**config.mk**
```make
export PLATFORM = sky130hd
export DESIGN_NAME = data_mem
export DESIGN_NICKNAME = d
export VERILOG_FILES = /design/src/verilog/data_mem.sv
export VERILOG_INCLUDE_DIRS = /design/src /design/src/verilog
export SDC_FILE = /design/constraint.sdc
export NUM_CORES = 2
export LEC_CHECK = 0
export BUFFER_PORTS_ARGS = -buffer_cell sky130_fd_sc_hd__buf_2
export CAP_MARGIN = 20
export CORE_ASPECT_RATIO = 1.2
export CORE_MARGIN = 2
export CORE_UTILIZATION = 25
export DETAILED_ROUTE_END_ITERATION = 12
export GPL_ROUTABILITY_DRIVEN = 0
export PLACE_DENSITY = 0.44
export SKIP_CTS_REPAIR_TIMING = 1
export SYNTH_ARGS = -nofsm -noshare
export SYNTH_HDL_FRONTEND = slang
export SYNTH_SLANG_ARGS = --single-unit
```
**constraint.sdc**
```tcl
create_clock -name CLK -period 2.45 [get_ports CLK]
set_clock_uncertainty 0.2 [all_clocks]
set_input_delay 0.1225 -clock CLK [delete_from_list [all_inputs] [get_ports CLK]]
set_output_delay 0.1225 -clock CLK [all_outputs]
set_load 0.02 [all_outputs]
```
**src/verilog/single_cpu_config.svh**
```systemverilog
`ifndef SINGLE_CPU_CONFIG_SVH
`define SINGLE_CPU_CONFIG_SVH

`default_nettype none

// Datapath and address width
`define XLEN 32

// Memory depths in words
`define IMEM_WORDS 256
`define DMEM_WORDS 64

`define RESET_PC 32'h0000_0000 // First fetch address

`default_nettype wire

`endif

```
**src/verilog/data_mem.sv**
```systemverilog
`include "single_cpu_config.svh"

`default_nettype none

module data_mem (
    input  wire logic                            CLK,
    input  wire logic                            RST,
    input  wire logic [$clog2(`DMEM_WORDS)-1:0]  index,
    input  wire logic                            we,
    input  wire logic [`XLEN-1:0]                wd,
    output logic [`XLEN-1:0]                     rd
);

    logic [`XLEN-1:0] mem [`DMEM_WORDS];

    // Contents start at zero so loads before stores are defined
    always_ff @(posedge CLK) begin
        if (RST) begin
            for (int k = 0; k < `DMEM_WORDS; k++) begin
                mem[k] <= '0;
            end
        end else if (we) begin
            mem[index] <= wd;
        end
    end

    assign rd = mem[index]; // Async read

endmodule

`default_nettype wire

```
==> results.yml <==
status:
  violations: "setup timing"
  outcome: "finished, violations left"
drt:
  dr_total_vias: 60876
  ant_nets: 0
  wl_um: 369000
  viasPerCell: 4.84
  drt_iter0_markers: 6080
  drc_errors: 0
  firstDrtPassIters: 5
  wl_per_cell_um: 29.4
clock_network:
  cts_root_buffer: "clkbuf_16"
  clock_sink_count: 2048
  clockBufferDepth: 4
  clk_pin_slew_ns: 0.06
  cts_buffers: 213
  htree_levels: 4
  cts_tree: "done"
setup_path:
  slowest_delay_ns: 0.44
  cpMostUsedCell: "buf_4"
  path_cells: "a221oi_2 > nor3_4 > nor4_4 > buf_4 > o211ai_1 > buf_4 > or3_4 > buf_6"
  cp-start-kind: "flip-flop"
  cp_slowest_cell: "o211ai_1"
  arrival_ns: 3.74
  worstPathMaxFanout: 1
  endpoint_kind: "output port"
  critical_path_class: "reg2out"
  required_ns: 2.13
die:
  fp-row-count: 245
  start_util_pct: 25.1
  dieArea_um2: 376000
  core_um2: 370000
  die_h_um: 671
  die_w_um: 560
  pin_count: 73
logic_synthesis:
  synth_cells: 6970
  synth_edf_count: 2048
  netlist_area_um2: 92800
  synth_seq_cells: 2048
  synth.most_common_cell: "and2_1"
  synth_cell_type_count: 57
  synth_area_leaders: "edfxtp_1 66%, and2_1 14%, a22oi_1 3.0%"
  synth_ff_type: "edfxtp_1"
  synth.top_cells.by_count: "2,051 x and2_1, 2,048 x edfxtp_1, 566 x clkbuf_1"
  syn_avg_cell_area_um2: 13.3
  ys_async_sr_fraction_pct: 0
  yosys_warnings: 0
  yosysSeqAreaShare_pct: 66.3
  yosysTopAreaCell: "edfxtp_1"
  syn-num-nets: 7011
  synth_top_area_share_pct: 66.3
global_routing:
  grt_start_max_net_pins: 67
  grt_pass1_vias: 61175
  grt-ovfl-total: 0
  grtUsageTotal_pct: 19.1
  grt_pass1_wl_um: 509000
  antenna_found_initial: 46
timing:
  rsz0062_at_grt: "yes"
  hold_viol_final: 0
  setup_viol: 32
  period_needed_ns: 4.06
  slew_headroom_pct: 23.7
  fin_crit_sh_pct: 166
  worst_slack_ns: -1.61
  tightest_slew_ns: 1.14
  fmax_mhz: 246
  tns_ns: -33.11
  drv_slew: 0
  hold_ws_ns: 0.0164
power:
  p_sw_share_pct: 25.4
  p_switching_mw: 20.8
  intPower_mw: 61.1
  clkPwrFrac_pct: 39.0
  max-vdd-ir-drop_v: 0.000617
  power_frac_comb_pct: 11.0
  p_per_area_nw_per_um2: 704
  leakage_nw: 40.3
  seqPwrFrac_pct: 49.9
cells_and_area:
  regArea_um2: 61500
  top_regs: "mem x2048"
  drive_above_1_share_pct: 25.7
  area_growth_pct: 25.2
  stdcell_count: 12578
  largest_reg_flops: 2048
  nets: 7503
  largest-register: "mem"
  multi_input_area_um2: 30900
  final.fill_count: 36835
place:
  place_inst: 12199
  post-dp-hpwl_um: 248000
  place_ws_ns: -1.81
  numPortBuffers: 72
job:
  drv_cap: 0
worst_hold_path:
  min_path_type: "in2reg"
-- power by group through the flow --
stage | Clock, mW | Sequential [mW] | Combinational (mW)
6_report | 32.0 | 40.9 | 9.04
5_1_grt | 33.7 | 41.0 | 9.35
3_5_place_dp | 0 | 41.6 | 8.41
3_3_place_gp | 0 | 41.5 | 8.41
4_1_cts | 32.5 | 40.8 | 8.44
2_1_floorplan | 0 | 41.3 | 3.34
-- per-layer routing --
metal	part of all wire, %	track usage, %	vias up
li1	-	-	26756
met1	41	24.2	31726
met2	50	33.2	1888
met3	4.9	2.15	492
met4	4.3	7.25	14
met5	0.024	0	-
-- logic make-up after synthesis --
group	after synthesis	share of synthesized area (%)
AO/OA/AOI/OAI	1326	10.3
buffers and inverters	773	3.41
flip-flops	2048	66.3
multiplexers	287	3.69
AND/OR/NAND/NOR	2536	16.4
-- cell type report --
| class | instances | share of cell area (%) |
|---|---|---|
| clock inverter | 120 | 0.870 |
| inverter | 3 | 0.0161 |
| antenna | 16 | 0.0344 |
| timing repair buffer | 1047 | 9.56 |
| tap | 4940 | 5.32 |
| sequential | 2048 | 52.9 |
| multi-input combinational | 4149 | 26.6 |
| clock buffer | 255 | 4.74 |
-- worst max-delay path, delay by kind of cell, from the launching register on --
kind            cells  cell delay, ns
compound gates      2            0.83
buf+inv             3            0.67
flops               1            0.43
simple gates        3            0.88
-- metrics by stage --
step	power (mW)	util, %	area, um2
after floorplan	44.7	-	92900
after global placement	49.9	28.9	107000
after detailed placement	50.0	28.9	107000
after CTS	81.8	30.6	113000
after global routing	84.0	31.4	116000
final	81.9	31.4	116000
-- placed cells by master (no fill, tap or decap), types with 21 or more instances in the layout --
cell	netlist	layout
and2_1	2051	2049
edfxtp_1	2048	2048
buf_4	18	705
a22oi_1	374	308
buf_12	0	229
clkbuf_16	0	218
a221oi_1	291	215
mux2i_1	152	151
nor2_1	180	131
o22ai_1	162	128
o21ai_0	170	113
a21oi_1	136	96
mux2_2	101	90
nand2_1	80	79
a221oi_2	2	69
a22oi_2	0	66
nor2_2	18	64
buf_6	11	62
or2_2	83	59
clkinv_1	0	49
a221o_1	41	41
clkinv_2	0	41
clkbuf_1	566	41
o211ai_1	40	40
a21oi_2	0	38
mux4_2	34	34
dlygate4sd3_1	0	34
o21ai_1	2	32
o22ai_2	0	25
or2_4	0	24
o21ai_2	0	23
a22o_1	21	21
nor3_2	0	21
-- worst paths after layout --
check,start,to,slack (ns),cells past startpoint
max,mem[48][19]$_SDFFCE_PN0P_,rd[19],-1.61,8
min,wd[25],mem[51][25]$_SDFFCE_PN0P_,0.02,3
(Power assumes the default switching activity.)
