## src/verilog/single_cpu_config.svh

```systemverilog
`ifndef SINGLE_CPU_CONFIG_SVH
`define SINGLE_CPU_CONFIG_SVH

`default_nettype none

// Datapath and address width
`define XLEN 32

// Memory depths in words
`define IMEM_WORDS 256
`define DMEM_WORDS 64

`define RESET_PC 32'h0000_0000 // First fetch address

`default_nettype wire

`endif

```

## src/verilog/register_file.sv

```systemverilog
`include "single_cpu_config.svh"

`default_nettype none

module register_file (
    input  wire logic              CLK,
    input  wire logic              RST,
    input  wire logic [4:0]        rs1,
    input  wire logic [4:0]        rs2,
    input  wire logic [4:0]        rd,
    input  wire logic              we,
    input  wire logic [`XLEN-1:0]  wd,
    output logic [`XLEN-1:0]       rd1,
    output logic [`XLEN-1:0]       rd2
);

    localparam int NREGS = 32;

    logic [`XLEN-1:0] regs [NREGS];

    // x0 is cleared by reset and never written afterwards
    always_ff @(posedge CLK) begin
        if (RST) begin
            for (int k = 0; k < NREGS; k++) begin
                regs[k] <= '0;
            end
        end else if (we && rd != 5'd0) begin
            regs[rd] <= wd;
        end
    end

    // Old value visible during the write cycle
    assign rd1 = regs[rs1];
    assign rd2 = regs[rs2];

endmodule

`default_nettype wire

```

## config.mk

```make
export PLATFORM = sky130hd
export DESIGN_NAME = register_file
export DESIGN_NICKNAME = d
export VERILOG_FILES = /design/src/verilog/register_file.sv
export VERILOG_INCLUDE_DIRS = /design/src /design/src/verilog
export SDC_FILE = /design/constraint.sdc
export NUM_CORES = 2
export LEC_CHECK = 0
export BUFFER_PORTS_ARGS = -buffer_cell sky130_fd_sc_hd__buf_4
export CORE_MARGIN = 1.5
export CORE_UTILIZATION = 45
export DETAILED_ROUTE_END_ITERATION = 8
export SLEW_MARGIN = 20
export SYNTH_ARGS = -nofsm -noshare
export SYNTH_HDL_FRONTEND = slang
export SYNTH_SLANG_ARGS = --single-unit
export TNS_END_PERCENT = 30
```

## constraint.sdc

```tcl
create_clock -name CLK -period 2.1 [get_ports CLK]
set_input_delay 0.42 -clock CLK [delete_from_list [all_inputs] [get_ports CLK]]
set_output_delay 0.42 -clock CLK [all_outputs]
set_load 0.005 [all_outputs]
```

==> results_dict.tcl <==
set metrics [dict create \
    status "finished with violations" \
    violations "negative setup slack" \
    die_x_um 355 \
    rows 129 \
    rsz0062_at_grt "yes" \
    setup_slack_ps -517 \
    cts_buffer_depth 3 \
    port_buffers 113 \
    cts_hold_buf 0 \
    yosys.area_share.simple_pct 15.7 \
    cts_buffers 113 \
    synth_top_family_by_area "multiplexers" \
    largest_reg_flops 1024 \
    clk_pin_slew_ps 60 \
    fp.coreArea_um2 123000 \
    power.internal_mw 38.1 \
    routed_via_density 6.02 \
    syn_area_um2 55900 \
    synth-compound-area-share_pct 7.02 \
    synth_top_area_share_pct 55.0 \
    ys_seq_elements 1024 \
    grt_max_degree 47 \
    p_per_area_nw_per_um2 757 \
    seq_area_frac_synth_pct 55.0 \
    yosysTopAreaCell "edfxtp_1" \
    power_leakage_nw 27.0 \
    initial_core_util_pct 45.3 \
    maxCapViolations 0 \
    synth-warning-count 0 \
    synth.distinct_cells 29 \
    antenna_found_initial 11 \
    cp.arrival_ps 2200 \
    syn_to_final_growth_pct 21.4 \
    synth_cells 4605 \
    path_max_fanout 2 \
    wl_per_cell_um 30.1 \
    first_pass_iters 6 \
    relSlewSlack_pct 54.7 \
    track_usage_pct 31.1 \
    ir_drop_uv 820 \
    clkPwrFrac_pct 38.8 \
    first_iter_violations 4740 \
    max_slew.worst_pin.slew_ps 680 \
    fin_crit_sh_pct 125 \
    grt_pass1_wl_mm 281 \
    cp-end-kind "output pin" \
    synth_area_per_cell_um2 12.1 \
    fin_total_pwr_mw 51.4 \
    cts-root-buf "clkbuf_16" \
    place_congestion 0.885 \
    period_minus_slack_ps 2620 \
    synthMuxAreaShare_pct 18.3 \
    routed_wirelength_mm 201 \
    io_pins 114 \
    power.share.switching_pct 25.7 \
    die-area_um2 126000 \
    required_ps 1680 \
    yosys.area_share.adder_pct 0 \
    postPlaceCellArea_um2 62800 \
    cts_tree "built" \
    cts_sinks 1024 \
    final-hold-violation-count 0 \
    final_area_um2 67800 \
    grt-ovfl-total 0 \
    final_layout_size_suffix_gt1_share_pct 19.5 \
    vias 40100 \
    synth_xor_area_share_pct 0 \
    largest_register "regs" \
    critPathKind "flop to output pin" \
    crit_path_start_kind "flop" \
    die_y_um 355 \
    share_comb_of_total_power_pct 14.0 \
    synth_area_leaders "edfxtp_1 55%, mux2i_1 18%, and2_1 11%, a22oi_1 2.6%, a22o_1 2.0%" \
    antenna_left 0 \
    drc 0 \
    grt_pass1_vias 39400 \
    fillCellCount 10200 \
    top_regs "regs x1024" \
    h-tree-depth 3 \
    fmax_ghz 0.382 \
    p_sw_mw 13.2 \
    seq_power_share_pct 47.2 \
    finalMaxSlewViolations 0 \
    fin_nets 4971 \
    dp_hpwl_mm 131 \
    place_ws_ps -640 \
    hold_class "input pin to flop" \
    setup_viol 64 \
]
## cell families (layout without fill, tap and decap cells)
family	count (synthesis)	after routing
AO/OA/AOI/OAI	576	576
buffers and inverters	446	825
flip-flops	1024	1024
multiplexers	1024	1024
other	1	35
AND/OR/NAND/NOR	1534	1534
## power by group through the flow
stage / combinational, mW / sequential (mW) / clock (mW)
6_report: 7.18 / 24.2 / 19.9
5_1_grt: 7.50 / 24.3 / 20.9
4_1_cts: 6.96 / 24.2 / 20.1
3_5_place_dp: 6.65 / 24.6 / 0
3_3_place_gp: 6.62 / 24.6 / 0
2_1_floorplan: 3.52 / 24.4 / 0
## layout by cell type (no fill, tap or decap), types with 3 or more instances in the layout
cell type / synthesis / final
buf_4: 63 / 385
nand3_2: 1 / 23
nand2b_2: 0 / 4
nor2b_4: 0 / 4
a22oi_1: 192 / 191
or2_2: 33 / 33
nand2_1: 196 / 194
clkinvlp_4: 0 / 9
nand3_1: 193 / 149
diode_2: 0 / 3
clkinv_2: 0 / 25
clkbuf_1: 218 / 15
buf_6: 12 / 53
nor3_4: 0 / 7
nand3b_1: 3 / 3
a21oi_1: 192 / 192
nor3_2: 0 / 24
clkbuf_16: 0 / 118
nand3_4: 0 / 22
mux2i_1: 1024 / 1021
a22o_1: 128 / 126
bufinv_16: 0 / 12
mux2i_2: 0 / 3
a31oi_1: 64 / 32
a31oi_2: 0 / 17
clkinv_1: 0 / 29
edfxtp_1: 1024 / 1024
a31oi_4: 0 / 15
buf_12: 0 / 164
buf_16: 0 / 8
nor2_4: 7 / 33
conb_1: 1 / 32
nor3_1: 64 / 33
and2_1: 994 / 992
## critical path: stages (launching register included)
cell	delay, ps
edfxtp_1	400
mux2i_1	150
a22o_1	180
nor3_1	70
a31oi_1	290
buf_4	190
nand3_4	70
buf_6	130
## cell usage after synthesis
cell type	n
edfxtp_1	1024
mux2i_1	1024
and2_1	994
clkbuf_1	218
nand2_1	196
nand3_1	193
a21oi_1	192
a22oi_1	192
a22o_1	128
buf_2	113
a31oi_1	64
nor3_1	64
buf_4	63
or2_2	33
buf_1	24
nor2_1	21
buf_6	12
clkbuf_2	9
clkbuf_4	7
nor2_2	7
nor2_4	7
nand2b_1	5
nor2b_1	5
nand3b_1	3
or3_1	2
or3b_4	2
conb_1	1
nand3_2	1
nand3b_2	1
## final timing paths
path	from	end	slack (ps)	cells past startpoint
worst max-delay path	regs[7][1]$_SDFFCE_PN0P_	rd1[1]	-520	7
worst min-delay path	wd[3]	regs[24][3]$_SDFFCE_PN0P_	200	2
## layer usage
metal	GRT usage (%)	vias to the layer above	share of wire (%)
li1	-	17500	-
met1	42.9	20300	42
met2	48.5	1925	45
met3	5.55	350	9.1
met4	12.5	6	3.9
met5	0	-	0.021
## repair_timing
item | CTS | global route
endpoints found under the setup margin | 64 | 64
buffers inserted | 3 | 7
cloned | 2 | 2
resized for setup | 145 | 77
pin swaps | 67 | 59
## cell type report
type	count	area (um2)	share of cell area, %
Clock buffer	131	2960	4.36
Sequential cell	1024	30700	45.3
Multi-Input combinational cell	3166	24200	35.7
Timing Repair Buffer	616	7140	10.5
Clock inverter	78	696	1.03
Tap cell	1637	2050	3.02
Antenna cell	3	7.51	0.0111
## stage by stage
| stage | setup TNS, ps | utilization, % | std cells | hold WS [ps] |
|---|---|---|---|---|
| global route | -30270 | 54.9 | 6652 | 214 |
| floorplan | 0 | - | 4636 | 618 |
| CTS | -28180 | 54.5 | 6646 | 168 |
| global placement | -36280 | 50.9 | 6441 | 911 |
| detailed placement | -34660 | 50.9 | 6441 | 923 |
| finish | -26120 | 54.9 | 6655 | 204 |
(Power assumes the default switching activity.)
