### src/verilog/single_cpu_config.svh
`ifndef SINGLE_CPU_CONFIG_SVH
`define SINGLE_CPU_CONFIG_SVH

`default_nettype none

// Datapath and address width
`define XLEN 32

// Memory depths in words
`define IMEM_WORDS 256
`define DMEM_WORDS 64

`define RESET_PC 32'h0000_0000 // First fetch address

`default_nettype wire

`endif

### src/verilog/single_cpu_pkg.sv
`include "single_cpu_config.svh"

`default_nettype none

package single_cpu_pkg;

    typedef enum logic [6:0] {
        OP     = 7'b0110011, // Register-register ALU
        OP_IMM = 7'b0010011, // Register-immediate ALU
        LOAD   = 7'b0000011,
        STORE  = 7'b0100011
    } opcode_e;

    typedef enum logic [3:0] {
        ADD,
        SUB,
        SLL,
        SLT,
        SLTU,
        XOR,
        SRL,
        SRA,
        OR,
        AND
    } alu_op_e;

    // The three instruction formats the core decodes
    typedef struct packed {
        logic [6:0] funct7;
        logic [4:0] rs2;
        logic [4:0] rs1;
        logic [2:0] funct3;
        logic [4:0] rd;
        opcode_e    opcode;
    } inst_r_t;

    typedef struct packed {
        logic [11:0] imm;
        logic [4:0]  rs1;
        logic [2:0]  funct3;
        logic [4:0]  rd;
        opcode_e     opcode;
    } inst_i_t;

    typedef struct packed {
        logic [6:0] imm_hi; // imm[11:5]
        logic [4:0] rs2;
        logic [4:0] rs1;
        logic [2:0] funct3;
        logic [4:0] imm_lo; // imm[4:0]
        opcode_e    opcode;
    } inst_s_t;

    typedef union packed {
        inst_r_t     r;
        inst_i_t     i;
        inst_s_t     s;
        logic [31:0] raw;
    } inst_u;

    typedef struct packed {
        alu_op_e           alu_op;
        logic              use_imm;   // Operand b from imm
        logic              rd_we;
        logic              mem_we;
        logic              mem_to_rd; // Write back load data
        logic [`XLEN-1:0]  imm;
    } ctrl_t;

    typedef struct packed {
        logic                            we;
        logic [$clog2(`IMEM_WORDS)-1:0]  addr; // Word index
        logic [`XLEN-1:0]                data;
    } prog_t;

    typedef struct packed {
        logic              valid;
        logic [`XLEN-1:0]  pc;
        logic [31:0]       inst;
        logic [4:0]        rd;
        logic              rd_we;
        logic [`XLEN-1:0]  wb_data;
    } retire_t;

endpackage

`default_nettype wire

### src/verilog/decoder.sv
`include "single_cpu_config.svh"

`default_nettype none

module decoder (
    input  wire single_cpu_pkg::inst_u  inst,
    output single_cpu_pkg::ctrl_t       ctrl
);

    import single_cpu_pkg::*;

    logic [`XLEN-1:0] imm_i;
    logic [`XLEN-1:0] imm_s;
    logic [`XLEN-1:0] imm_sh;
    logic             shift_f3;

    // funct3 to operation, alt picks SUB or SRA
    function automatic alu_op_e alu_sel(input logic [2:0] funct3, input logic alt);
        alu_op_e op;
        case (funct3)
            3'b000:  op = alt ? SUB : ADD;
            3'b001:  op = SLL;
            3'b010:  op = SLT;
            3'b011:  op = SLTU;
            3'b100:  op = XOR;
            3'b101:  op = alt ? SRA : SRL;
            3'b110:  op = OR;
            default: op = AND;
        endcase
        return op;
    endfunction

    assign imm_i  = {{(`XLEN-12){inst.i.imm[11]}}, inst.i.imm};
    assign imm_s  = {{(`XLEN-12){inst.s.imm_hi[6]}}, inst.s.imm_hi, inst.s.imm_lo};
    assign imm_sh = {{(`XLEN-5){1'b0}}, inst.i.imm[4:0]}; // shamt only

    // SLLI, SRLI and SRAI
    assign shift_f3 = (inst.i.funct3 == 3'b001) || (inst.i.funct3 == 3'b101);

    always_comb begin
        ctrl           = '0;
        ctrl.alu_op    = ADD;
        case (inst.r.opcode)
            OP: begin
                ctrl.alu_op = alu_sel(inst.r.funct3, inst.r.funct7[5]);
                ctrl.rd_we  = 1'b1;
            end
            OP_IMM: begin
                // imm[10] only matters for the right shift
                ctrl.alu_op  = alu_sel(inst.i.funct3,
                                       inst.i.funct3 == 3'b101 && inst.i.imm[10]);
                ctrl.use_imm = 1'b1;
                ctrl.rd_we   = 1'b1;
                ctrl.imm     = shift_f3 ? imm_sh : imm_i;
            end
            LOAD: begin
                ctrl.use_imm   = 1'b1;
                ctrl.rd_we     = 1'b1;
                ctrl.mem_to_rd = 1'b1;
                ctrl.imm       = imm_i;
            end
            STORE: begin
                ctrl.use_imm = 1'b1;
                ctrl.mem_we  = 1'b1;
                ctrl.imm     = imm_s;
            end
            default: begin
                ctrl.rd_we  = 1'b0; // Unsupported opcode, retire as no-op
                ctrl.mem_we = 1'b0;
            end
        endcase
    end

endmodule

`default_nettype wire

### config.mk
export PLATFORM = sky130hd
export DESIGN_NAME = decoder
export DESIGN_NICKNAME = d
export VERILOG_FILES = /design/src/verilog/single_cpu_pkg.sv /design/src/verilog/decoder.sv
export VERILOG_INCLUDE_DIRS = /design/src /design/src/verilog
export SDC_FILE = /design/constraint.sdc
export NUM_CORES = 1
export LEC_CHECK = 0
export ABC_AREA = 1
export BUFFER_PORTS_ARGS = -buffer_cell sky130_fd_sc_hd__buf_2
export CAP_MARGIN = 0
export CORE_MARGIN = 3
export CORE_UTILIZATION = 28
export DETAILED_ROUTE_END_ITERATION = 16
export GPL_TIMING_DRIVEN = 0
export MAX_ROUTING_LAYER = met4
export PLACE_DENSITY = 0.85
export SYNTH_ARGS = -nofsm -noshare
export SYNTH_HDL_FRONTEND = slang
export SYNTH_SLANG_ARGS = --single-unit
### constraint.sdc
create_clock -name vclk -period 2.5
set_input_delay 0.5 -clock vclk [all_inputs]
set_output_delay 0.5 -clock vclk [all_outputs]
set_load 0.05 [all_outputs]
==> results by group <==
Route
  – Initial drt markers: 7
  – Via/cell ratio: 4.28
  – Routed Antenna Nets: 0
  – DR vias: 770
  – Initial DRT Pass Iterations: 3
  – Total Wirelength: about 1.7 mm
  – Average wire per standard cell: 9.50 µm
  – DR DRC count: 0

Placement
  – DPL Wire Length: 1.41 mm
  – IO Port Bufs: 67
  – Gpl congestion: 0.713

Logic synthesis
  – Synth area leader: buf_4
  – Sequential area share after synthesis: 0%
  – Mapped Cells: slightly above 90
  – Top-area cell type share of the netlist area: 31.7%
  – Syn. warnings: 0
  – Syn Nets: 125
  – Post-synth cell types: 11
  – Cell area after synthesis: 473 µm²
  – Syn avg cell area: 5.09 µm²
  – Top cells by area, synth: buf_4 (32%), inv_1 (18%), nor2_1 (16%), nand2_1 (8.7%), nand4_1 (6.6%)

Floorplan
  – I/O pin count: 72
  – Die width: 47.1 µm
  – Initial Utilization: 30.7%
  – Die area: 2220 µm²
  – Core footprint: 1540 µm²
  – Cell row count: 14
  – Height of the die: 47.1 µm

Power
  – Power Internal: 0.0297 mW
  – Switching share of power: 63.2%
  – Pwr Total: 0.0806 mW
  – Clock share of power: 0%
  – Power density over the cells: 90.8 nW/µm²
  – Leak pwr: 0.664 nW
  – Max VDD drop: between 0.04 and 0.05 mV
  – Combinational fraction of design power: 100.0%
  – Sw Pwr: about 0.05 mW
  – Register share of total power: 0%

Setup path
  – CP Buf/Inv Count: 3
  – Slowest CP cell: nor3_4
  – WS Path Type: primary input to output port
  – CP Cell Sequence: buf_2 -> nor3_4 -> nand2_2 -> nor2_4 -> buf_4 -> buf_2
  – Largest stage delay on the critical path: 0.38 ns
  – Worst path arrival time: 1.87 ns
  – Critical path depth in cells: 6
  – WP data required: 2.00 ns
  – Crit-path most repeated cell: buf_2
  – Worst Setup EP: ctrl[27]
  – Worst Path Max Fanout: 10
  – Critical path's top delay family: simple AND/OR/NAND/NOR gates
  – Setup crit start: inst[3]
  – Crit path launch type: primary input
  – Worst setup EP type: output port

Finish
  – FFs & Latches: 0
  – FF/Latch Area: 0 µm²
  – Fin nets: about 200
  – Area Overhead vs Synth: 87.6%
  – Area occupied by multi-input gates: roughly 280 µm²
  – Fillers: 157
  – Layout cells sized above 1: 57.9%
  – Clkbuf count: 0
  – Antenna Cells: 0

Global route
  – Grt ovf: 0
  – Total GRT Usage: 14.1%
  – GR peak layer: met2
  – First-pass GRT wire length: 2.35 mm
  – Met2 Usage GRT: 27.4%
  – Vias in the first global route: approximately 580
  – Largest net degree at the start of global routing: 12
  – GR met3 Demand/Resource: 0.766%
  – M1 GR Usage: 16.2%
  – Initial antenna violation count: 0

Timing
  – # setup viols final: 0
  – Clock period minus final worst setup slack: 2.37 ns
  – Period utilization: 94.6%
  – Slew headroom: about three quarters
  – RSZ-0062 raised after global routing: false
  – Fin. max-slew vios: 0
  – Top achievable clock speed: about 420 MHz
  – Worst Tran Pin Value: 0.392 ns
  – Endpoints failing hold: 0
  – Total negative slack: 0 ns

Outcome
  – Run status: finished, final reports clean

Clock network
  – CTS hold repair buffers: 0

Job
  – Max-cap viol count: 0

Worst hold path
  – Worst min path class: primary input to output port
==> Yosys cell counts <==
cell and number:
a21oi_1 2, inv_1 23, nand2_1 11, nor2_1 20, nand3_2 1, o21ai_0 6, buf_4 20, nand3_1 3
a21boi_0 1, nor3_4 1, nand4_1 5
==> metrics by stage <==
step           hold slack (ns)  worst slack [ns]  cells  cell area, µm²  utilization (%)
2_1_floorplan             1.20            -0.106     93             480                -
3_3_place_gp              1.37           -0.0204    176             836             54.2
3_5_place_dp              1.36            -0.111    176             836             54.2
4_1_cts                   1.37            0.0299    177             850             55.1
5_1_grt                   1.38           0.00778    180             887             57.5
6_report                  1.37             0.134    180             887             57.5
==> worst min-delay path by stage <==
stage | from | end | cells after the start | slack, ns
global placement | inst[25] | ctrl[5] | 4 | 1.37
global route | inst[25] | ctrl[5] | 4 | 1.38
detailed placement | inst[25] | ctrl[5] | 4 | 1.36
finish | inst[25] | ctrl[5] | 4 | 1.37
CTS | inst[25] | ctrl[5] | 4 | 1.37
floorplan | inst[31] | ctrl[11] | 2 | 1.20
==> repair_timing <==
action,4_1_cts,5_1_grt
setup endpoints to repair,21,20
pin swaps,1,2
resized for setup,2,6
setup buffers,0,1
gates cloned,1,2
hold endpoints to repair,0,0
==> logic make-up after synthesis <==
| family | share of synthesized area (%) |
|---|---|
| buf+inv | 50.0 |
| simple gates | 39.9 |
| compound gates | 10.1 |
==> worst min-delay path, stage by stage <==
cell    delay (ns)
buf_2         0.10
inv_1         0.04
nor2_1        0.03
buf_2         0.20
==> placed cells by master (no fill, tap or decap), drive strengths merged <==
| cell type | n |
|---|---|
| nor2 | 23 |
| clkbuf | 3 |
| o21ai | 6 |
| a21oi | 2 |
| buf | 85 |
| nand4 | 5 |
| nand2 | 11 |
| a21boi | 1 |
| nor3 | 1 |
| inv | 23 |
| nand3 | 4 |
==> metal layers <==
layer | share of wire [%] | vias to the layer above | wire (µm)
met4 | 0 | 0 | 0
met1 | 35 | 322 | 604
li1 | - | 410 | -
met5 | 0 | - | 0
met3 | 11 | 0 | 184
met2 | 54 | 38 | 922
==> cell type report <==
type	instances	area share (%)
timing repair buffer	68	39.5
tap	16	2.26
buffer	20	16.9
multi-input combinational	53	31.6
inverter	23	9.73
==> power by group through the flow <==
stage,clock network [mW],registers [mW],logic (mW)
after detailed placement,0,0,0.0767
after global routing,0,0,0.0894
after CTS,0,0,0.0785
final,0,0,0.0806
after global placement,0,0,0.0745
after floorplan,0,0,0.0442
No activity file was read; power rests on OpenSTA's default activity.
