$ cat config.mk
export PLATFORM = sky130hd
export DESIGN_NAME = alu
export DESIGN_NICKNAME = d
export VERILOG_FILES = /design/src/verilog/single_cpu_pkg.sv /design/src/verilog/alu.sv
export VERILOG_INCLUDE_DIRS = /design/src /design/src/verilog
export SDC_FILE = /design/constraint.sdc
export NUM_CORES = 1
export LEC_CHECK = 0
export ABC_AREA = 1
export BUFFER_PORTS_ARGS = -buffer_cell sky130_fd_sc_hd__buf_2
export CAP_MARGIN = 10
export CORE_MARGIN = 5
export CORE_UTILIZATION = 40
export DETAILED_ROUTE_END_ITERATION = 8
export MAX_ROUTING_LAYER = met4
export PLACE_DENSITY = 0.63
export SETUP_SLACK_MARGIN = 0.5
export SYNTH_ARGS = -nofsm -noshare
export SYNTH_HDL_FRONTEND = slang
export SYNTH_SLANG_ARGS = --single-unit
$ cat constraint.sdc
create_clock -name vclk -period 3.6
set_input_delay 0.36 -clock vclk [all_inputs]
set_output_delay 0.36 -clock vclk [all_outputs]
set_load 0.02 [all_outputs]
$ cat src/verilog/single_cpu_config.svh
`ifndef SINGLE_CPU_CONFIG_SVH
`define SINGLE_CPU_CONFIG_SVH

`default_nettype none

// Datapath and address width
`define XLEN 32

// Memory depths in words
`define IMEM_WORDS 256
`define DMEM_WORDS 64

`define RESET_PC 32'h0000_0000 // First fetch address

`default_nettype wire

`endif

$ cat src/verilog/single_cpu_pkg.sv
`include "single_cpu_config.svh"

`default_nettype none

package single_cpu_pkg;

    typedef enum logic [6:0] {
        OP     = 7'b0110011, // Register-register ALU
        OP_IMM = 7'b0010011, // Register-immediate ALU
        LOAD   = 7'b0000011,
        STORE  = 7'b0100011
    } opcode_e;

    typedef enum logic [3:0] {
        ADD,
        SUB,
        SLL,
        SLT,
        SLTU,
        XOR,
        SRL,
        SRA,
        OR,
        AND
    } alu_op_e;

    // The three instruction formats the core decodes
    typedef struct packed {
        logic [6:0] funct7;
        logic [4:0] rs2;
        logic [4:0] rs1;
        logic [2:0] funct3;
        logic [4:0] rd;
        opcode_e    opcode;
    } inst_r_t;

    typedef struct packed {
        logic [11:0] imm;
        logic [4:0]  rs1;
        logic [2:0]  funct3;
        logic [4:0]  rd;
        opcode_e     opcode;
    } inst_i_t;

    typedef struct packed {
        logic [6:0] imm_hi; // imm[11:5]
        logic [4:0] rs2;
        logic [4:0] rs1;
        logic [2:0] funct3;
        logic [4:0] imm_lo; // imm[4:0]
        opcode_e    opcode;
    } inst_s_t;

    typedef union packed {
        inst_r_t     r;
        inst_i_t     i;
        inst_s_t     s;
        logic [31:0] raw;
    } inst_u;

    typedef struct packed {
        alu_op_e           alu_op;
        logic              use_imm;   // Operand b from imm
        logic              rd_we;
        logic              mem_we;
        logic              mem_to_rd; // Write back load data
        logic [`XLEN-1:0]  imm;
    } ctrl_t;

    typedef struct packed {
        logic                            we;
        logic [$clog2(`IMEM_WORDS)-1:0]  addr; // Word index
        logic [`XLEN-1:0]                data;
    } prog_t;

    typedef struct packed {
        logic              valid;
        logic [`XLEN-1:0]  pc;
        logic [31:0]       inst;
        logic [4:0]        rd;
        logic              rd_we;
        logic [`XLEN-1:0]  wb_data;
    } retire_t;

endpackage

`default_nettype wire

$ cat src/verilog/alu.sv
`include "single_cpu_config.svh"

`default_nettype none

module alu (
    input  wire single_cpu_pkg::alu_op_e  op,
    input  wire logic [`XLEN-1:0]         a,
    input  wire logic [`XLEN-1:0]         b,
    output logic [`XLEN-1:0]              y
);

    import single_cpu_pkg::*;

    logic [4:0] shamt;

    assign shamt = b[4:0]; // Only low five bits shift

    always_comb begin
        case (op)
            ADD:  y = a + b;
            SUB:  y = a - b;
            SLL:  y = a << shamt;
            SLT:  y = {{(`XLEN-1){1'b0}}, $signed(a) < $signed(b)};
            SLTU: y = {{(`XLEN-1){1'b0}}, a < b};
            XOR:  y = a ^ b;
            SRL:  y = a >> shamt;
            SRA:  y = $unsigned($signed(a) >>> shamt); // Sign fill
            OR:   y = a | b;
            AND:  y = a & b;
            default: begin
                y = '0;
            end
        endcase
    end

endmodule

`default_nettype wire

==> results.md, run 1 <==
* Outcome: finished, final reports clean
* Cell area after synthesis at 0.0100 mm2
* Largest fanout on the critical path at 9
* Synthesized instance count at 2063
* Placed wire-length estimate after detailed placement at 43200 um
* Top cell by count, worst path: sky130_fd_sc_hd__nand2_1
* Fillers at 2988
* Maxcap violations at 0
* Post-detailed-route via-to-cell ratio at 5.80
* RePlAce Congestion at 1.08
* Ranking of synthesized cells by instance count: sky130_fd_sc_hd__nand2_1 (698), sky130_fd_sc_hd__nand3_1 (389), sky130_fd_sc_hd__inv_1 (285)
* Clock buffer cells at 0
* Via count of the first global-routing pass at 13093
* Routed vias at 14163
* Portion of the post-synthesis area used by sequential elements at 0%
* Die H at 168 um
* Area of the core at 0.0250 mm2
* Headroom to the max-slew limit at 43.1%
* Total routing resource utilization after global routing at 35.6%
* Routed wire length at 51900 um
* Die footprint at 0.0284 mm2
* Unrepaired setup endpoints after global routing: true
* M1 GR Usage at 46.6%
* # DRC at 0
* Cell types with the largest area share after synthesis: sky130_fd_sc_hd__nand2_1 (26%), sky130_fd_sc_hd__nand3_1 (19%), sky130_fd_sc_hd__ha_1 (12%)
* Chain of cells forming the critical path: buf_2, inv_1, ha_1, nand2_1, nor2_1, nand2_1, nor2_1, nand2_1, nand3_1, nand2_1, nand3_1, nand2_1, inv_1, nand2_1, buf_2
* Fraction of met3 tracks used by global routing at 2.65%
* Max-slew violations at 0
* Initial antenna violation count at 1
* Worst hold path type: input pin to primary output
* Fmax at 0.322 GHz
* Number of top-level pins at 100
* Source of the critical timing path: a[20]
* Final net count at 2280
* Net count after synthesis at 2232
* Final setup vio count at 0
* Total number of yosys warnings at 0
* Maximum single-stage delay on the critical path at 0.51 ns
* Final hold vios at 0
* Iteration count of the initial detailed-routing pass at 5
* Crit path required time at 3.24 ns
* Final routed wire length divided by cell count at 21.3 um
* Final cycle utilization of the critical path at 86.4%
* Fin Setup TNS at 0 ns
* Die W at 168 um
* First-pass GRT wire length at 76400 um
* Setup crit end: y[23]
* Most instantiated library cell after synthesis: sky130_fd_sc_hd__nand2_1
* CP Capture Type: primary output
* Count of unique library cells instantiated by Yosys at 47
* Total of buffers placed on input and output ports at 100
* Critical Path Slowest Stage Cell: sky130_fd_sc_hd__ha_1
* Sum of overflow across all layers after global routing at 0
* Startpoint type of the worst setup path: input pin
* Crit Path Category: input pin to primary output
* Total area of sequential cells at 0 um2
* Starting density of the core at 40.2%
* Site Rows at 58
* Fraction of layout cells with a size suffix above 1 at 9.53%
* Layout-stage area growth over the synthesis result at 8.17%
* Busiest layer in global routing: met2
* Data arrival, critical path at 2.75 ns
* Cell type with the largest total area after synthesis: sky130_fd_sc_hd__nand2_1
* Syn_area_per_cell at 4.87 um2
* Iteration-0 DRC count of the detailed router at 1813
* Total number of sequential cells at 0
* Share of Yosys cell area claimed by the top area cell type at 26.1%
* Antenna viol nets, final at 0
* Routing usage on met2 at 57.9%
* Pin slew with the least headroom to its limit at 0.849 ns
* Time the worst path needs with I/O delays and setup at 3.11 ns
* Pin count of the biggest net entering global routing at 71
## cells by family after synthesis
| group | synth area share [%] |
|---|---|
| AND/OR/NAND/NOR | 56.9 |
| buffers and inverters | 16.1 |
| AO/OA/AOI/OAI | 13.8 |
| adder cells (fa/ha/maj) | 12.7 |
| XOR/XNOR | 0.262 |
| multiplexers | 0.0997 |
## worst max-delay path: cells and delay by family
kind / cells / cell delay [ns]
buffers and inverters: 4 / 0.53
AND/OR/NAND/NOR: 10 / 1.35
adder cells (fa/ha/maj): 1 / 0.51
## how the worst min path moves through the flow
stage | startpoint | to | slack [ns] | cells after the start
5_1_grt | op[1] | y[0] | 1.31 | 6
2_1_floorplan | op[0] | y[0] | 1.00 | 4
3_3_place_gp | op[1] | y[0] | 1.26 | 6
6_report | op[1] | y[0] | 1.26 | 6
4_1_cts | op[1] | y[0] | 1.26 | 6
3_5_place_dp | op[1] | y[0] | 1.25 | 6
## cells in the final DEF (no fill, tap or decap), types with 21 or more instances in the layout
cell type,n
sky130_fd_sc_hd__a21oi_1,83
sky130_fd_sc_hd__buf_2,100
sky130_fd_sc_hd__buf_4,32
sky130_fd_sc_hd__ha_1,84
sky130_fd_sc_hd__inv_1,281
sky130_fd_sc_hd__nand2_1,695
sky130_fd_sc_hd__nand3_1,388
sky130_fd_sc_hd__nand4_1,35
sky130_fd_sc_hd__nor2_1,159
sky130_fd_sc_hd__o211ai_1,22
sky130_fd_sc_hd__o21ai_0,64
sky130_fd_sc_hd__o22ai_1,21
## per-layer routing
metal	part of all wire, %	routed length, um
met1	42	21600
met2	45	23600
met3	8.1	4210
met4	5.0	2580
met5	0	0
## layout make-up
type | count | area [um2] | area share (%)
antenna | 1 | 2.50 | 0.0230
tap | 330 | 413 | 3.80
timing repair buffer | 135 | 792 | 7.30
inverter | 297 | 1120 | 10.3
multi-input combinational | 1677 | 8530 | 78.6
## stage by stage
step	setup slack (ns)	hold WS, ns	utilization, %	instances	cell area [um2]
floorplan	0.742	1.00	-	2063	10000
global placement	0.525	1.26	42.9	2436	10700
detailed placement	0.502	1.25	42.9	2436	10700
CTS	0.526	1.26	43.0	2436	10700
global route	0.432	1.31	43.5	2440	10900
finish	0.490	1.26	43.5	2440	10900
## timing repair
action,in CTS,in global routing
hold buffers,0,0
gates resized for setup,1,37
pin swaps,0,2
setup endpoints to repair,1,23
buffers inserted,0,3
==> inputs of run 2 (changes only) <==
Settings changed: CELL_PAD_IN_SITES_DETAIL_PLACEMENT set to 0, CELL_PAD_IN_SITES_GLOBAL_PLACEMENT set to 1, CORE_UTILIZATION 40 to 35, PLACE_DENSITY 0.63 to 0.79.
==> results.md, run 2 (synthesis results as in run 1) <==
* Min setup slack post-route at 0.517 ns (+0.0267 ns)
* Unrepaired setup endpoints after global routing: true
* # DRC at 0 (unchanged)
* Fillers at 3491 (+17%)
* Post-detailed-route via-to-cell ratio at 5.67 (-2.3%)
* Area of the core at 0.0285 mm2 (+14%)
* Combinational Power Share at 100.0%
* Sum of overflow across all layers after global routing at 0 (unchanged)
* Routing usage on met2 at 53.7% (-4.2 points)
* Fraction of layout cells with a size suffix above 1 at 10.4% (+0.89 points)
* Final setup vio count at 0 (unchanged)
* Antenna viol nets, final at 0 (unchanged)
* Largest fanout on the critical path at 5 (-4)
* Routed vias at 14199 (+0.25%)
* Worst voltage drop across the vdd grid at 0.0000627 V
* Total area of sequential cells at 0 um2 (unchanged)
* Maxcap violations at 0 (unchanged)
* Total number of sequential cells at 0 (unchanged)
* P_int at 502 uW
* Die W at 179 um (+6.5%)
* Antenna fix cells at 0 (-1)
* M1 GR Usage at 50.0% (+3.4 points)
* Data arrival, critical path at 2.72 ns (-0.03 ns)
* Number of cells after detailed placement at 2501 (+2.7%)
* Fin Setup TNS at 0 ns (unchanged)
* Final net count at 2292 (+0.53%)
* Number of top-level pins at 100 (unchanged)
* Site Rows at 62 (+6.9%)
* Die H at 179 um (+6.5%)
* RePlAce Congestion at 1.03 (-4.7%)
* Busiest layer in global routing: met2
* Clk network pwr share at 0%
* Crit path required time at 3.24 ns (about the same)
* Most frequent standard cell in the layout excluding fill and tap cells: sky130_fd_sc_hd__nand2_1
* Outcome: finished, final reports clean
* CP Capture Type: primary output
* Pin slew with the least headroom to its limit at 0.952 ns (+0.103 ns)
* Leading cell types in the layout, fill and taps excluded: sky130_fd_sc_hd__nand2_1 (693), sky130_fd_sc_hd__nand3_1 (386), sky130_fd_sc_hd__inv_1 (281)
* Worst hold path type: input pin to primary output
* Switching part of the total at 71.2%
* Pin count of the biggest net entering global routing at 71 (unchanged)
* Switching power at 1240 uW
* Initial antenna violation count at 0 (-1)
* Crit Path Category: input pin to primary output
* Routed wire length at 56800 um (+9.4%)
* Startpoint type of the worst setup path: input pin
* Total of buffers placed on input and output ports at 100 (unchanged)
* Starting density of the core at 35.2% (-5.0 points)
* Placed wire-length estimate after detailed placement at 47800 um (+11%)
* Max-slew violations at 0 (unchanged)
* First-pass GRT wire length at 81800 um (+7.1%)
* Leakage power total at 0.00627 uW
* Iteration-0 DRC count of the detailed router at 1691 (-6.7%)
* Die footprint at 0.0322 mm2 (+13%)
* Final cycle utilization of the critical path at 85.6% (-0.74 points)
* Final routed wire length divided by cell count at 22.7 um (+6.6%)
* Post-layout instance count excluding filler cells at 2505 (+2.7%)
* Headroom to the max-slew limit at 36.3% (-6.8 points)
* Total area of multi-input combinational cells at 0.00857 mm2 (+0.53%)
* Hold path startpoint: op[1]
* Total of hold buffers inserted after clock tree synthesis at 0 (unchanged)
* Final core utilization at 38.7% (-4.7 points)
* Fmax at 0.324 GHz (+0.87%)
* Layout-stage area growth over the synthesis result at 10.2%
* Final hold vios at 0 (unchanged)
* Proportion of power drawn by flip-flops and latches at 0%
* Count of cells along the worst hold path at 6 (unchanged)
* Iteration count of the initial detailed-routing pass at 6 (+1)
* Time the worst path needs with I/O delays and setup at 3.08 ns (-0.0267 ns)
* Fraction of met3 tracks used by global routing at 1.09% (-1.6 points)
* Via count of the first global-routing pass at 12787 (-2.3%)
* Total routing resource utilization after global routing at 34.9% (-0.68 points)
* Total power per unit cell area at 158 mW/mm2
* Clock buffer cells at 0 (unchanged)
* Destination of the worst hold path: y[0]
* Pre-CTS setup slack at 0.116 ns (-0.386 ns)
-- run 2: how the worst max path moves through the flow --
| stage | endpoint | slack [ns] | from |
|---|---|---|---|
| final | y[31] | 0.52 | b[1] |
| after global routing | y[31] | 0.43 | b[1] |
| after CTS | y[9] | 0.51 | a[5] |
| after detailed placement | y[9] | 0.12 | a[5] |
| after global placement | y[9] | 0.13 | a[5] |
| after floorplan | y[12] | 0.74 | b[4] |
-- run 2: area by class of cell --
class | count | area share, %
Multi-Input combinational cell | 1677 | 77.5
Timing Repair Buffer | 147 | 8.00
Inverter | 297 | 10.2
Tap cell | 384 | 4.34
-- run 2: per-layer routing --
| layer | vias up | share of wire (%) |
|---|---|---|
| met5 | - | 0 |
| met4 | 0 | 3.9 |
| met3 | 89 | 6.9 |
| met2 | 715 | 43 |
| met1 | 6588 | 46 |
| li1 | 6807 | - |
-- run 2: worst max-delay path, stage by stage --
cell and delay [ns]:
sky130_fd_sc_hd__buf_2 0.25, sky130_fd_sc_hd__inv_2 0.13, sky130_fd_sc_hd__ha_1 0.36, sky130_fd_sc_hd__nor2_1 0.19, sky130_fd_sc_hd__nand2_1 0.07, sky130_fd_sc_hd__nand3_1 0.23, sky130_fd_sc_hd__nand2_1 0.14, sky130_fd_sc_hd__nand2_2 0.18
sky130_fd_sc_hd__nand2_1 0.07, sky130_fd_sc_hd__nand2_1 0.18, sky130_fd_sc_hd__nand2_1 0.12, sky130_fd_sc_hd__nand2_1 0.09, sky130_fd_sc_hd__nand2_1 0.05, sky130_fd_sc_hd__nand3_1 0.06, sky130_fd_sc_hd__nand3_1 0.06, sky130_fd_sc_hd__buf_2 0.18
-- run 2: power groups by stage --
| stage | clock network, uW | logic (uW) | registers [uW] |
|---|---|---|---|
| after floorplan | 0 | 1070 | 0 |
| after global placement | 0 | 1650 | 0 |
| after detailed placement | 0 | 1650 | 0 |
| after CTS | 0 | 1670 | 0 |
| after global routing | 0 | 1890 | 0 |
| final | 0 | 1740 | 0 |
-- run 2: per-stage QoR --
step | area (um2) | power (uW) | hold WS [ns]
after global routing | 11100 | 1890 | 1.30
after detailed placement | 10900 | 1650 | 1.27
after global placement | 10900 | 1650 | 1.26
final | 11100 | 1740 | 1.27
after floorplan | 10000 | 1070 | 1.00
after CTS | 10900 | 1670 | 1.27
-- run 2: timing repair --
action | 4_1_cts | 5_1_grt
pin swaps | 0 | 3
setup buffers | 0 | 4
gates resized for setup | 7 | 46
gates cloned | 0 | 0
endpoints found under the setup margin | 5 | 25
Power figures use the tool's default switching activity.
==> inputs of run 3 (changes only) <==
Settings changed: CORE_UTILIZATION 35 to 25, PLACE_DENSITY 0.79 to 0.61.
==> results.md, run 3 (synthesis results as in run 1) <==
* Outcome: finished, final reports clean
* Die W at 210 um (+17%)
* Site Rows at 73 (+18%)
* Final net count at 2313 (+0.92%)
* Pin count of the biggest net entering global routing at 71 (unchanged)
* Final hold vios at 0 (unchanged)
* Unrepaired setup endpoints after global routing: true
* Layout-stage area growth over the synthesis result at 14.4%
* Fmax at 0.330 GHz (+1.9%)
* Fraction of layout cells with a size suffix above 1 at 12.1% (+1.7 points)
* Proportion of power drawn by flip-flops and latches at 0% (unchanged)
* Routed wire length at 60200 um (+5.9%)
* First-pass GRT wire length at 87000 um (+6.3%)
* Sum of overflow across all layers after global routing at 0 (unchanged)
* Crit path required time at 3.24 ns (about the same)
* Total of buffers placed on input and output ports at 100 (unchanged)
* Total area of sequential cells at 0 um2 (unchanged)
* Number of top-level pins at 100 (unchanged)
* Combinational Power Share at 100.0% (about the same)
* Max-slew violations at 0 (unchanged)
* Antenna viol nets, final at 0 (unchanged)
* Critical Path Slowest Stage Cell: sky130_fd_sc_hd__ha_1
* Post-detailed-route via-to-cell ratio at 5.30 (-6.4%)
* Final cycle utilization of the critical path at 84.1% (-1.6 points)
* Maximum single-stage delay on the critical path at 0.40 ns (+0.04 ns)
* Starting density of the core at 25.3% (-9.9 points)
* Antenna fix cells at 0 (unchanged)
* Via count of the first global-routing pass at 13075 (+2.3%)
* Iteration-0 DRC count of the detailed router at 1700 (+0.53%)
* Worst hold path type: input pin to primary output
* Clk network pwr share at 0% (unchanged)
* Final routed wire length divided by cell count at 22.6 um (-0.56%)
* P_int at 525 uW (+4.6%)
* Pre-CTS setup slack at 0.278 ns (+0.162 ns)
* Largest fanout on the critical path at 6 (+1)
* Chain of cells forming the critical path: buf_2, inv_1, ha_1, buf_4, nor2_1, nand2_1, nor2_2, nand3_1, nand3_1, nand2_1, nand3_1, nand4_1, buf_2
* Worst voltage drop across the vdd grid at 0.0000620 V (-1.2%)
* Die H at 210 um (+17%)
* Area of the core at 0.0397 mm2 (+39%)
* Time the worst path needs with I/O delays and setup at 3.03 ns (-0.0566 ns)
* Switching power at 1270 uW (+2.2%)
* Iteration count of the initial detailed-routing pass at 7 (+1)
* Top cell by count, worst path: sky130_fd_sc_hd__nand3_1
* Placed wire-length estimate after detailed placement at 51100 um (+6.9%)
* Crit Path Category: input pin to primary output
* Most frequent standard cell in the layout excluding fill and tap cells: sky130_fd_sc_hd__nand2_1
* Leakage power total at 0.00641 uW (+2.3%)
* Leading cell types in the layout, fill and taps excluded: sky130_fd_sc_hd__nand2_1 (688), sky130_fd_sc_hd__nand3_1 (380), sky130_fd_sc_hd__inv_1 (279)
* # DRC at 0 (unchanged)
* Clock buffer cells at 0 (unchanged)
* Switching part of the total at 70.7% (-0.48 points)
* Routed vias at 14148 (-0.36%)
* Data arrival, critical path at 2.67 ns (-0.05 ns)
* Setup crit end: y[22]
* RePlAce Congestion at 0.969 (-5.7%)
* Total routing resource utilization after global routing at 26.6% (-8.3 points)
* Source of the critical timing path: a[14]
* Maxcap violations at 0 (unchanged)
* Final setup vio count at 0 (unchanged)
* Fin Setup TNS at 0 ns (unchanged)
* Die footprint at 0.0443 mm2 (+38%)
* Total power per unit cell area at 156 mW/mm2 (-0.84%)
* Total number of sequential cells at 0 (unchanged)
* Total of hold buffers inserted after clock tree synthesis at 0 (unchanged)
* Initial antenna violation count at 0 (unchanged)
* Startpoint type of the worst setup path: input pin
* Pin slew with the least headroom to its limit at 0.706 ns (-0.246 ns)
* Min setup slack post-route at 0.573 ns (+0.0566 ns)
* CP Capture Type: primary output
* Headroom to the max-slew limit at 52.4% (+16 points)
run 3: changes by cell type in the layout (fill, tap and decap cells not counted), moves of 4 or more:
| cell | previous run | this run |
|---|---|---|
| sky130_fd_sc_hd__ha_1 | 85 | 89 |
| sky130_fd_sc_hd__nand2_1 | 693 | 688 |
| sky130_fd_sc_hd__nand2_2 | 9 | 13 |
| sky130_fd_sc_hd__nand3_2 | 4 | 10 |
| sky130_fd_sc_hd__buf_4 | 44 | 64 |
| sky130_fd_sc_hd__nor2_2 | 13 | 17 |
| sky130_fd_sc_hd__nand3_1 | 386 | 380 |
| sky130_fd_sc_hd__nor2_1 | 153 | 146 |
run 3: worst min-delay path by stage:
stage / startpoint / end / depth (start not counted)
2_1_floorplan: op[0] / y[0] / 4
3_3_place_gp: op[1] / y[0] / 6
3_5_place_dp: op[1] / y[0] / 6
4_1_cts: op[1] / y[0] / 6
5_1_grt: op[1] / y[0] / 6
6_report: op[1] / y[0] / 6
run 3: through the flow:
step | std cells | hold slack (ns) | power [uW] | instance area, um2 | utilization, %
after floorplan | 2063 | 1.00 | 1070 | 10000 | -
after global placement | 2664 | 1.27 | 1700 | 11200 | 28.2
after detailed placement | 2664 | 1.29 | 1700 | 11200 | 28.2
after CTS | 2666 | 1.29 | 1730 | 11300 | 28.4
after global routing | 2667 | 1.31 | 1950 | 11500 | 28.9
final | 2667 | 1.28 | 1790 | 11500 | 28.9
run 3: critical path: cells and delay by family:
kind	cells	cell delay, ns
buf+inv	4	0.66
simple gates	8	1.22
fa+ha+maj	1	0.40
run 3: routing by layer:
layer	vias up	GRT usage, %	part of all wire, %
li1	6852	-	-
met1	6562	38.4	47
met2	676	41.8	44
met3	58	1.31	6.7
met4	0	4.99	2.6
met5	-	-	0
run 3: cell type report:
| cell class | count | area, um2 |
|---|---|---|
| Fill cell | 4774 | 28200 |
| Multi-Input combinational cell | 1677 | 8650 |
| Inverter | 297 | 1120 |
| Timing Repair Buffer | 168 | 1050 |
| Tap cell | 525 | 657 |
run 3: timing repair:
item,4_1_cts,5_1_grt
buffers inserted,2,1
gates resized for setup,20,61
endpoints found under the hold margin,0,0
endpoints found under the setup margin,15,24
pin swaps,1,4
run 3: power groups by stage:
stage          logic, uW  clock network [uW]  registers [uW]
6_report            1790                   0               0
2_1_floorplan       1070                   0               0
5_1_grt             1950                   0               0
3_5_place_dp        1700                   0               0
4_1_cts             1730                   0               0
3_3_place_gp        1700                   0               0
